### config.mk
export PLATFORM = sky130hd
export DESIGN_NAME = snes_host_top
export DESIGN_NICKNAME = d
export VERILOG_FILES = /design/src/source/snes_host_pkg.sv /design/src/source/bridge_settings.sv /design/src/source/stick_deadzone.sv /design/src/source/video_color_out.sv /design/src/source/snes_host_top.sv
export SDC_FILE = /design/constraint.sdc
export NUM_CORES = 1
export LEC_CHECK = 0
export BUFFER_PORTS_ARGS = -buffer_cell sky130_fd_sc_hd__buf_2
export CAP_MARGIN = 20
export CORE_MARGIN = 2
export CORE_UTILIZATION = 59
export DETAILED_ROUTE_END_ITERATION = 10
export GPL_TIMING_DRIVEN = 0
export PLACE_DENSITY = 0.8
export SETUP_SLACK_MARGIN = 0.1
export SLEW_MARGIN = 10
export SYNTH_ARGS = -nofsm -noshare
export SYNTH_HDL_FRONTEND = slang
export SYNTH_HIERARCHICAL = 1
export SYNTH_SLANG_ARGS = --single-unit
### constraint.sdc
create_clock -name clk_74a -period 6.75 [get_ports clk_74a]
set_input_delay 0.3375 -clock clk_74a [delete_from_list [all_inputs] [get_ports clk_74a]]
set_output_delay 0.3375 -clock clk_74a [all_outputs]
set_load 0.02 [all_outputs]
### src/source/snes_host_pkg.sv
// SNES host adapter shared definitions
// bridge address map, timing and colour constants, and the bus structs
// used between the settings bank, stick filter and video stage

package snes_host_pkg;

  //////////////////////////////
  // bridge address map
  //////////////////////////////
  localparam logic [31:0] addr_rom_size         = 32'h0000_0004;
  localparam logic [31:0] addr_rom_type         = 32'h0000_0008;
  localparam logic [31:0] addr_ram_size         = 32'h0000_000C;
  localparam logic [31:0] addr_pal              = 32'h0000_0010;
  localparam logic [31:0] addr_reset            = 32'h0000_0050;
  localparam logic [31:0] addr_cpu_turbo        = 32'h0000_0080;
  localparam logic [31:0] addr_gsu_turbo        = 32'h0000_0084;
  localparam logic [31:0] addr_multitap         = 32'h0000_0100;
  localparam logic [31:0] addr_lightgun         = 32'h0000_0104;
  localparam logic [31:0] addr_aim_speed        = 32'h0000_0108;
  localparam logic [31:0] addr_deadzone         = 32'h0000_010C;
  localparam logic [31:0] addr_square_pixels    = 32'h0000_0200;
  localparam logic [31:0] addr_blend            = 32'h0000_0204;
  localparam logic [31:0] addr_color_correction = 32'h0000_0208;

  //////////////////////////////
  // constants
  //////////////////////////////
  // core reset pulse, kept short
  localparam int reset_pulse_cycles = 32;
  localparam int reset_cnt_w        = 6;
  localparam int stick_center       = 128;
  // per-channel target gains, 1/256 units
  localparam int corr_gain_r = 234;
  localparam int corr_gain_g = 258;
  localparam int corr_gain_b = 304;
  localparam int chan_max    = 255;

  //////////////////////////////
  // bus types
  //////////////////////////////
  typedef struct packed {
    logic        wr;
    logic [31:0] addr;
    logic [31:0] data;
  } bridge_wr_t;

  typedef struct packed {
    logic [7:0] rom_type;
    logic [3:0] rom_size;
    logic [3:0] ram_size;
    logic       pal;
  } cart_info_t;

  typedef struct packed {
    logic       cpu_turbo;
    logic       gsu_turbo;
    logic       multitap;
    logic       lightgun;
    logic       lightgun_type;
    logic       mouse;
    logic       blend;
    logic [7:0] aim_speed;
  } core_settings_t;

  typedef struct packed {
    logic       square_pixels;
    logic [7:0] color_correction;
  } video_settings_t;

  typedef struct packed {
    logic [15:0] keys;
    logic [7:0]  stick_x;
    logic [7:0]  stick_y;
  } pad_state_t;

  typedef struct packed {
    logic [7:0] r;
    logic [7:0] g;
    logic [7:0] b;
  } pixel_t;

  // end-of-line control word for the scaler
  typedef struct packed {
    logic [8:0]  pad_hi;
    logic        tall_frame_n;
    logic        square_pixels;
    logic [12:0] pad_lo;
  } ctrl_word_t;

  typedef union packed {
    pixel_t     pixel;
    ctrl_word_t ctrl;
  } video_word_u;

  typedef struct packed {
    logic        vs;
    logic        hs;
    logic        de;
    logic        tall_frame;
    video_word_u rgb;
  } video_in_t;

  typedef struct packed {
    logic        vs;
    logic        hs;
    logic        de;
    video_word_u word;
  } video_out_t;

endpackage

### src/source/bridge_settings.sv
// Bridge settings bank
// decodes host write beats into cartridge info, core and video settings,
// and runs the timed core reset pulse

module bridge_settings
  import snes_host_pkg::*;
(
  input  logic            clk_74a,
  input  logic            pll_core_locked,
  input  bridge_wr_t      bridge_in,
  output cart_info_t      cart_info,
  output core_settings_t  core_settings,
  output video_settings_t video_settings,
  output logic [7:0]      deadzone,
  output logic            core_reset
);

  logic [reset_cnt_w-1:0] reset_cnt;
  logic                   reset_hit;

  assign reset_hit = bridge_in.wr && (bridge_in.addr == addr_reset);

  //////////////////////////////
  // register bank
  //////////////////////////////
  always_ff @(posedge clk_74a or negedge pll_core_locked) begin
    if (!pll_core_locked) begin
      cart_info      <= '0;
      core_settings  <= '0;
      video_settings <= '0;
      deadzone       <= '0;
    end else if (bridge_in.wr) begin
      // unmapped addresses fall through to default
      case (bridge_in.addr)
        addr_rom_size: begin
          cart_info.rom_size <= bridge_in.data[3:0];
        end
        addr_rom_type: begin
          cart_info.rom_type <= bridge_in.data[7:0];
        end
        addr_ram_size: begin
          cart_info.ram_size <= bridge_in.data[3:0];
        end
        addr_pal: begin
          cart_info.pal <= bridge_in.data[0];
        end
        addr_cpu_turbo: begin
          core_settings.cpu_turbo <= bridge_in.data[0];
        end
        addr_gsu_turbo: begin
          core_settings.gsu_turbo <= bridge_in.data[0];
        end
        addr_multitap: begin
          core_settings.multitap <= bridge_in.data[0];
        end
        addr_lightgun: begin
          // gun enable, gun type and mouse share one word
          core_settings.lightgun      <= bridge_in.data[0];
          core_settings.lightgun_type <= bridge_in.data[1];
          core_settings.mouse         <= bridge_in.data[2];
        end
        addr_aim_speed: begin
          core_settings.aim_speed <= bridge_in.data[7:0];
        end
        addr_deadzone: begin
          deadzone <= bridge_in.data[7:0];
        end
        addr_square_pixels: begin
          video_settings.square_pixels <= bridge_in.data[0];
        end
        addr_blend: begin
          core_settings.blend <= bridge_in.data[0];
        end
        addr_color_correction: begin
          video_settings.color_correction <= bridge_in.data[7:0];
        end
        default: begin
        end
      endcase
    end
  end

  //////////////////////////////
  // core reset pulse
  //////////////////////////////
  // reload on every reset write, so a second write extends the pulse
  always_ff @(posedge clk_74a or negedge pll_core_locked) begin
    if (!pll_core_locked) begin
      reset_cnt <= '0;
    end else if (reset_hit) begin
      reset_cnt <= reset_cnt_w'(reset_pulse_cycles);
    end else if (reset_cnt != '0) begin
      reset_cnt <= reset_cnt - 1'b1;
    end
  end

  assign core_reset = (reset_cnt != '0);

endmodule

### src/source/stick_deadzone.sv
// Player 1 stick deadzone filter
// centres both axes when the stick sits inside the deadzone,
// keys pass straight through, all outputs registered

module stick_deadzone
  import snes_host_pkg::*;
(
  input  logic        clk_74a,
  input  logic        pll_core_locked,
  input  logic [15:0] cont1_key,
  input  logic [31:0] cont1_joy,
  input  logic [7:0]  deadzone,
  output pad_state_t  pad_state
);

  logic [7:0] joy_x;
  logic [7:0] joy_y;
  logic [7:0] dist_x;
  logic [7:0] dist_y;
  logic [8:0] dist_sum;
  logic       outside;

  // distance of one axis from centre
  function automatic logic [7:0] axis_dist(input logic [7:0] axis);
    if (axis[7]) begin
      return {1'b0, axis[6:0]};
    end
    return 8'd128 - {1'b0, axis[6:0]};
  endfunction

  // left stick only, upper joy bits are the right stick
  assign joy_x    = cont1_joy[7:0];
  assign joy_y    = cont1_joy[15:8];
  assign dist_x   = axis_dist(joy_x);
  assign dist_y   = axis_dist(joy_y);
  assign dist_sum = {1'b0, dist_x} + {1'b0, dist_y};
  assign outside  = dist_sum > {1'b0, deadzone};

  always_ff @(posedge clk_74a or negedge pll_core_locked) begin
    if (!pll_core_locked) begin
      pad_state.keys    <= '0;
      pad_state.stick_x <= 8'(stick_center);
      pad_state.stick_y <= 8'(stick_center);
    end else begin
      pad_state.keys    <= cont1_key;
      pad_state.stick_x <= outside ? joy_x : 8'(stick_center);
      pad_state.stick_y <= outside ? joy_y : 8'(stick_center);
    end
  end

endmodule

### src/source/video_color_out.sv
// Video output stage
// colour-corrects and clamps active pixels, writes the scaler control
// word on the first blank cycle after each active line, delays syncs

module video_color_out
  import snes_host_pkg::*;
(
  input  logic            clk_74a,
  input  logic            pll_core_locked,
  input  video_in_t       video_in,
  input  video_settings_t video_settings,
  output video_out_t      video_out
);

  logic        tall_latched;
  logic        de_q;
  logic        hs_q;
  logic        vs_q;
  video_word_u word_q;
  video_word_u pix_word;
  video_word_u ctrl_word;
  logic        line_end;

  // blend of c and c*gain, weighted by k out of 255
  function automatic logic [7:0] correct_chan(input logic [7:0] c,
                                              input logic [8:0] gain,
                                              input logic [7:0] k);
    logic [17:0] scaled;
    logic [17:0] mix;
    scaled = ({10'd0, c} * {9'd0, gain}) >> 8;
    mix    = {10'd0, c} * {10'd0, 8'd255 - k};
    mix    = (mix + scaled * {10'd0, k}) >> 8;
    if (mix > 18'(chan_max)) begin
      return 8'(chan_max);
    end
    return mix[7:0];
  endfunction

  //////////////////////////////
  // word sources
  //////////////////////////////
  always_comb begin
    pix_word.pixel.r = correct_chan(video_in.rgb.pixel.r, 9'(corr_gain_r),
                                    video_settings.color_correction);
    pix_word.pixel.g = correct_chan(video_in.rgb.pixel.g, 9'(corr_gain_g),
                                    video_settings.color_correction);
    pix_word.pixel.b = correct_chan(video_in.rgb.pixel.b, 9'(corr_gain_b),
                                    video_settings.color_correction);
  end

  always_comb begin
    ctrl_word                    = '0;
    ctrl_word.ctrl.tall_frame_n  = ~tall_latched;
    ctrl_word.ctrl.square_pixels = video_settings.square_pixels;
  end

  // falling edge of de
  assign line_end = !video_in.de && de_q;

  //////////////////////////////
  // control and sync registers
  //////////////////////////////
  always_ff @(posedge clk_74a or negedge pll_core_locked) begin
    if (!pll_core_locked) begin
      tall_latched <= 1'b0;
      de_q         <= 1'b0;
      hs_q         <= 1'b0;
      vs_q         <= 1'b0;
    end else begin
      de_q <= video_in.de;
      hs_q <= video_in.hs;
      vs_q <= video_in.vs;
      // frame height sampled once per frame at vsync start
      if (video_in.vs && !vs_q) begin
        tall_latched <= video_in.tall_frame;
      end
    end
  end

  // shared output word, holds while blanking
  always_ff @(posedge clk_74a) begin
    if (video_in.de) begin
      word_q <= pix_word;
    end else if (line_end) begin
      word_q <= ctrl_word;
    end
  end

  // field order follows video_out_t
  assign video_out = {vs_q, hs_q, de_q, word_q};

endmodule

### src/source/snes_host_top.sv
// SNES host adapter top level
// ties the bridge settings bank, the player 1 stick filter and the
// video output stage to the host, controller and core video ports

module snes_host_top
  import snes_host_pkg::*;
(
  input  logic           clk_74a,
  input  logic           pll_core_locked,

  // host bridge writes
  input  bridge_wr_t     bridge_in,

  // player 1 controller
  input  logic [15:0]    cont1_key,
  input  logic [31:0]    cont1_joy,

  // video from the core
  input  video_in_t      video_in,

  // to the core
  output cart_info_t     cart_info,
  output core_settings_t core_settings,
  output logic           core_reset,
  output pad_state_t     pad_state,

  // to the scaler
  output video_out_t     video_out
);

  video_settings_t video_settings;
  logic [7:0]      deadzone;

  //////////////////////////////
  // settings and reset pulse
  //////////////////////////////
  bridge_settings u_bridge_settings (
    .clk_74a        (clk_74a),
    .pll_core_locked(pll_core_locked),
    .bridge_in      (bridge_in),
    .cart_info      (cart_info),
    .core_settings  (core_settings),
    .video_settings (video_settings),
    .deadzone       (deadzone),
    .core_reset     (core_reset)
  );

  //////////////////////////////
  // controller input
  //////////////////////////////
  stick_deadzone u_stick_deadzone (
    .clk_74a        (clk_74a),
    .pll_core_locked(pll_core_locked),
    .cont1_key      (cont1_key),
    .cont1_joy      (cont1_joy),
    .deadzone       (deadzone),
    .pad_state      (pad_state)
  );

  //////////////////////////////
  // video out
  //////////////////////////////
  video_color_out u_video_color_out (
    .clk_74a        (clk_74a),
    .pll_core_locked(pll_core_locked),
    .video_in       (video_in),
    .video_settings (video_settings),
    .video_out      (video_out)
  );

endmodule

After elaboration in Yosys (flattened, before gate mapping) --
Cells that the tools add are included.
Storage, ports and cells: register bits 115, bits in latches 0, bits in writable memories 0, memory bits (read-only) 0, input port bits 143, output and inout bits 92, word-level logic and storage cells 102, memories kept 0
Cells by class: add/sub/neg operators 8, multiply operators 9, div/mod/pow operators 0, magnitude comparators 4, equal/unequal tests 14, shift-type cells 0, mux-type cells 21, bitwise operators 1, reduce and logical (&&, ||, !) cells 21
Operators with widths (number):
- 32-bit by 9-bit == test with 1-bit output, second input constant | 4
- 32-bit by 10-bit == test with 1-bit output, second input constant | 3
- 8-bit two-way mux | 12
- 32-bit by 4-bit == test with 1-bit output, second input constant | 2
- 32-bit by 8-bit == test with 1-bit output, second input constant | 2
- 8-bit by 8-bit multiplier with 16-bit output | 4
- 16-bit by 18-bit adder with 18-bit output | 3
- 24-bit two-way mux | 2
- 9-bit by 8-bit multiplier with 17-bit output | 2
- 32-bit by 3-bit == test with 1-bit output, second input constant | 1
- 32-bit by 5-bit == test with 1-bit output, second input constant | 1
- 32-bit by 7-bit == test with 1-bit output, second input constant | 1
- 10-bit by 8-bit > comparator with 1-bit output, second input constant | 3
- 2-bit AND reduction | 13
- 8-bit by 8-bit multiplier with 16-bit output, second input constant | 1
- 8-bit by 7-bit subtractor with 8-bit output, first input constant | 2
- 8-bit by 7-bit multiplier with 15-bit output, second input constant | 1
- 8-bit by 5-bit multiplier with 13-bit output, second input constant | 1
- 6-bit two-way mux | 2
- 8-bit by 8-bit adder with 9-bit output | 1
- 9-bit by 8-bit > comparator with 1-bit output | 1
- 8-bit subtractor, first input constant | 1
- 6-bit nonzero test | 1
- 6-bit by 1-bit subtractor with 6-bit output, second input constant | 1
- 5 further kinds | 13

Longest topological paths before layout --
depth in word-level cells 7, depth in mapped cells 33, depth with buffers taken out 33

Modules after synthesis --
Netlist, hierarchy kept.
By module, submodules not included:
- video_color_out | instances 1, cells each 1720, area each 16100.4 sq um, sequential area each 820.8 sq um
- bridge_settings | instances 1, cells each 182, area each 2474.9 sq um, sequential area each 1376.3 sq um
- stick_deadzone | instances 1, cells each 161, area each 1749.2 sq um, sequential area each 803.3 sq um

Worst setup path after synthesis --
No wires, ideal clock.
kind input to register, start point input port video_in[19] (netlist name), end point register u_video_color_out/word_q[23] (netlist name), data pin, setup time 264 ps, arrival 8431 ps, data required time 6486 ps, path slack -1945 ps, cell stages on the path 31, buffers on the path 0, cells stage by stage inv_1 fa_1 inv_1 fa_1 ha_1 inv_1 fa_1 inv_1 ha_1 inv_1 a221oi_2 o211ai_2 a31oi_2 nor3_2 or3b_1 fa_1 fa_1 inv_1 fa_1 fa_1 fa_1 inv_1 fa_1 inv_1 ha_1 o21ai_0 nand2b_1 a31o_2 o21ai_0 nor3_1 o41a_1
Between the ends: longest elaborated chain between the ends 7, elaborated cells between the ends (all ways) 8, classes of those cells add/sub (1); mul (3); order compare (1); mux (3)
RTL lines:
- start, declared | RTL line snes_host_top.sv:19 | input video_in_t video_in,
- 8-bit by 7-bit multiplier with 15-bit output | RTL line video_color_out.sv:30 | scaled = ({10'd0, c} * {9'd0, gain}) >> 8;
- 8-bit by 8-bit multiplier with 16-bit output | RTL line video_color_out.sv:32 | mix = (mix + scaled * {10'd0, k}) >> 8;
- 16-bit by 18-bit adder with 18-bit output (*) | RTL line video_color_out.sv:32
- 10-bit by 8-bit > comparator with 1-bit output | RTL line video_color_out.sv:33 | if (mix > 18'(chan_max)) begin
- 1-bit two-way mux | RTL line video_color_out.sv:33
- 8-bit two-way mux (*) | RTL line video_color_out.sv:36 | return mix[7:0];
- 24-bit two-way mux (*) | RTL line video_color_out.sv:82 | if (video_in.de) begin
- end signal, assigned | RTL line video_color_out.sv:83 | word_q <= pix_word;
- end signal, assigned | RTL line video_color_out.sv:85 | word_q <= ctrl_word;
- end, declared | RTL line video_color_out.sv:19 | video_word_u word_q;
Every way passes the cells marked *; elsewhere a longest branch is shown, timed or not. A chain may end at the register's enable or synchronous reset.

Final worst setup path --
start point input port video_in[19] (netlist name), end point register u_video_color_out/word_q[22] (netlist name), data pin
The elaborated chain is that of the path after synthesis.

==> impl_metrics.env <==
export IMPL_maxCapViolations=0
export IMPL_synth_edf_count=24
export IMPL_place_gp_congestion=0.992
export IMPL_synth_largest_area_cell="fa_1"
export IMPL_syn_area_mm2=0.0203
export IMPL_cts_tree="yes"
export IMPL_rsz0062_at_grt="true"
export IMPL_htree_levels=4
export IMPL_end_kind="register"
export IMPL_ir_worst_vdd_mv=0.307
export IMPL_fillers=2326
export IMPL_die_y_um=190
export IMPL_grt_pass1_vias=17755
export IMPL_dp_hpwl_mm=42.0
export IMPL_slew_violations=0
export IMPL_synth_nets=2797
export IMPL_cp_num_buf_inv=9
export IMPL_p_int_mw=4.07
export IMPL_leakage_nw=12.3
export IMPL_drive_gt1_share_pct=22.6
export IMPL_netSwitchingPower_mw=3.73
export IMPL_io_buffer_count=192
export IMPL_numCtsBuffers=17
export IMPL_p_comb_share_pct=76.2
export IMPL_grt_usage_pct=32.3
export IMPL_synth_cells=2063
export IMPL_min_path_type="in2reg"
export IMPL_initialDrtViolationCount=965
export IMPL_slowest_delay_ns=0.58
export IMPL_die_x_um=190
export IMPL_hold_depth=1
export IMPL_cts_clk_slew_worst_paths_ns=0.06
export IMPL_p_total_mw=7.81
export IMPL_routedWlPerCell_um=20.0
export IMPL_slew_headroom_pct=36.8
export IMPL_syn_avg_cell_area_um2=9.85
export IMPL_yosys_warnings=6
export IMPL_finalHoldViolCount=0
export IMPL_path_class="in2reg"
export IMPL_finalSetupViolations=16
export IMPL_cts_sinks=115
export IMPL_grt_max_degree=60
export IMPL_switching_share_pct=47.8
export IMPL_dr_pass1_iters=5
export IMPL_seqCellArea_mm2=0.00300
export IMPL_synth_seq_area_share_pct=14.8
export IMPL_rr_worst_depth=18
export IMPL_place_area_mm2=0.0222
export IMPL_vias=15927
export IMPL_violations="setup timing"
export IMPL_async_flop_share_pct=79.1
export IMPL_setup_ws_ns=-1.65
export IMPL_skew_ns=0.00871
export IMPL_ant_nets=0
export IMPL_finalCritPeriodShare_pct=124
export IMPL_die_area_mm2=0.0359
export IMPL_ys_types=89
export IMPL_finalNonFillerCells=2800
export IMPL_outcome="complete, but fails checks"
export IMPL_viasPerCell=5.69
export IMPL_syn_to_final_growth_pct=19.0
export IMPL_critPathLaunchType="input pin"
export IMPL_multi_input_area_mm2=0.0165
export IMPL_critPathTopFamily="adder cells"
export IMPL_synth_top_cell_area_share_pct=31.4
export IMPL_dpl_cell_count=2704
export IMPL_row_count=67
export IMPL_final_hold_worst_slack_ns=0.0178
export IMPL_finish_net_count=3070
export IMPL_drc=0
export IMPL_clkLatencyLatePin_ns=0.42
export IMPL_ys_top_cells_by_area="fa_1, ha_1, dfrtp_1"
export IMPL_cp_slowest_cell="fa_1"
export IMPL_fin_area_mm2=0.0242
export IMPL_grt_overflow_total=0
export IMPL_critical_path_depth=32
export IMPL_dp_slack_ns=-2.81
export IMPL_crit_top_cell="fa_1"
export IMPL_power_frac_seq_pct=12.1
export IMPL_grt_pass1_wl_mm=90.2
export IMPL_root_buffer="clkbuf_16"
export IMPL_timing_final_crit_period_ns=8.40
export IMPL_synth_seq_cells=115
export IMPL_p_per_area_mw_per_mm2=323
export IMPL_power_frac_clock_pct=11.7
export IMPL_start_util_pct=60.3
export IMPL_clock_fmax_ghz=0.119
export IMPL_io_pins=235
export IMPL_crit_fanout=8
export IMPL_cp_arrival_ns=8.57
export IMPL_core_mm2=0.0337
export IMPL_antenna_found_initial=3
export IMPL_drt_wl_total_mm=56.0
export IMPL_synth_flop_cell="dfrtp_1"
export IMPL_tightest_slew_ns=0.948
export IMPL_cts_buffer_depth=2
export IMPL_worstPathRequired_ns=6.93
[sequential cells by signal, indices dropped and copies added, names as in the netlist]
register	count
u_video_color_out/vs_q	1
u_stick_deadzone/pad_state	32
u_bridge_settings/core_settings	15
u_bridge_settings/cart_info	17
u_bridge_settings/video_settings	9
u_bridge_settings/deadzone	8
u_bridge_settings/reset_cnt	6
u_video_color_out/word_q	24
u_video_color_out/de_q	1
u_video_color_out/tall_latched	1
u_video_color_out/hs_q	1
[cell usage after synthesis (all sizes together) (4+ instances only)]
cell type,count
nor2b,62
nand3,13
o21ai,21
o21a,15
and2,137
nand2b,103
a41oi,4
a21oi,31
fa,319
nor3,18
nand2,108
a211oi,10
inv,439
nor4,14
buf,5
edfxtp,24
a31oi,26
dfrtp,89
xor2,24
a21o,8
nand4,11
ha,272
clkbuf,52
nor3b,8
nor2,82
o211ai,13
nand3b,4
xnor2,36
mux2,52
and3,13
[power groups by stage]
stage	clock (mW)	combinational, mW	sequential, mW
2_1_floorplan	0	3.40	1.09
3_3_place_gp	0	4.56	0.948
3_5_place_dp	0	4.71	0.951
4_1_cts	0.930	5.41	0.941
5_1_grt	0.963	6.44	0.948
6_report	0.917	5.95	0.941
[logic make-up after synthesis]
kind of cell / synth area share, %
AO/OA/AOI/OAI: 5.68
XOR/XNOR: 2.79
adder cells (fa/ha/maj): 48.2
buffers and inverters: 9.28
flip-flops: 14.8
multiplexers: 2.88
AND/OR/NAND/NOR: 16.4
[repair_timing]
| action | 4_1_cts | 5_1_grt |
|---|---|---|
| hold buffers | 1 | 0 |
| endpoints found under the setup margin | 24 | 24 |
| pin swaps | 87 | 44 |
| gates cloned | 0 | 0 |
| buffers inserted | 52 | 9 |
| hold endpoints to repair | 30 | 0 |
| gates resized for setup | 134 | 49 |
[worst paths after layout]
path | from | endpoint | slack, ns
max in group asynchronous | pll_core_locked | u_stick_deadzone/pad_state[21]$_DFF_PN0_ | 5.73
min in group asynchronous | pll_core_locked | u_stick_deadzone/pad_state[12]$_DFF_PN0_ | 0.39
worst min register to register | u_bridge_settings/cart_info[11]$_DFFE_PN0P_ | u_bridge_settings/cart_info[11]$_DFFE_PN0P_ | 0.50
worst max register to register | u_bridge_settings/video_settings[1]$_DFFE_PN0P_ | u_video_color_out/word_q[14]$_DFFE_PP_ | 0.29
worst min-delay path | video_in[26] | u_video_color_out/hs_q$_DFF_PN0_ | 0.02
worst max-delay path | video_in[19] | u_video_color_out/word_q[22]$_SDFFCE_PN0P_ | -1.65
[routing by layer]
metal  vias to the layer above  GRT usage (%)  routed length [um]
li1                       7003              -                   -
met1                      7973           39.3               20600
met2                       768           54.7               27600
met3                       183           7.08                4790
met4                         0           16.0                3040
met5                         -              0                   0
[cells in the final DEF, fill, tap and decap left out, drive strengths merged, types with 4 or more instances in the layout]
cell type  Yosys  layout
nand3         13      13
o21a          15      15
nor4          14      14
a211oi        10      10
nor3b          8       8
clkbuf        52      70
and2         137     137
nor2          82      82
buf            5     259
xnor2         36      36
nand4         11      11
a21oi         31      31
a31oi         26      26
nand2        108     108
xor2          24      24
nor3          18      18
mux2          52      52
inv          439     441
a21o           8       8
a41oi          4       4
nand2b       103     103
nand3b         4       4
fa           319     319
clkinvlp       0       5
o21ai         21      21
nor2b         62      62
and3          13      13
ha           272     272
o211ai        13      13
dfrtp         89      89
clkinv         1       6
edfxtp        24      24
[layout make-up]
class	count	share of cell area (%)
clock buffers	19	1.92
multi-input cells	1451	68.0
inverters	440	6.91
plain buffers	56	0.972
diodes	3	0.0310
repair buffers	255	6.87
well taps	448	2.32
clock inverters	13	0.564
flip-flops and latches	115	12.4
[through the flow]
step                      utilization, %  setup TNS, ns
after floorplan                        -         -14.64
after global placement              65.8         -35.44
after detailed placement            65.9         -39.06
after CTS                           70.8         -14.40
after global routing                71.8         -20.65
final                               71.8         -17.03
Note: power is estimated with default switching activity, not from simulation.
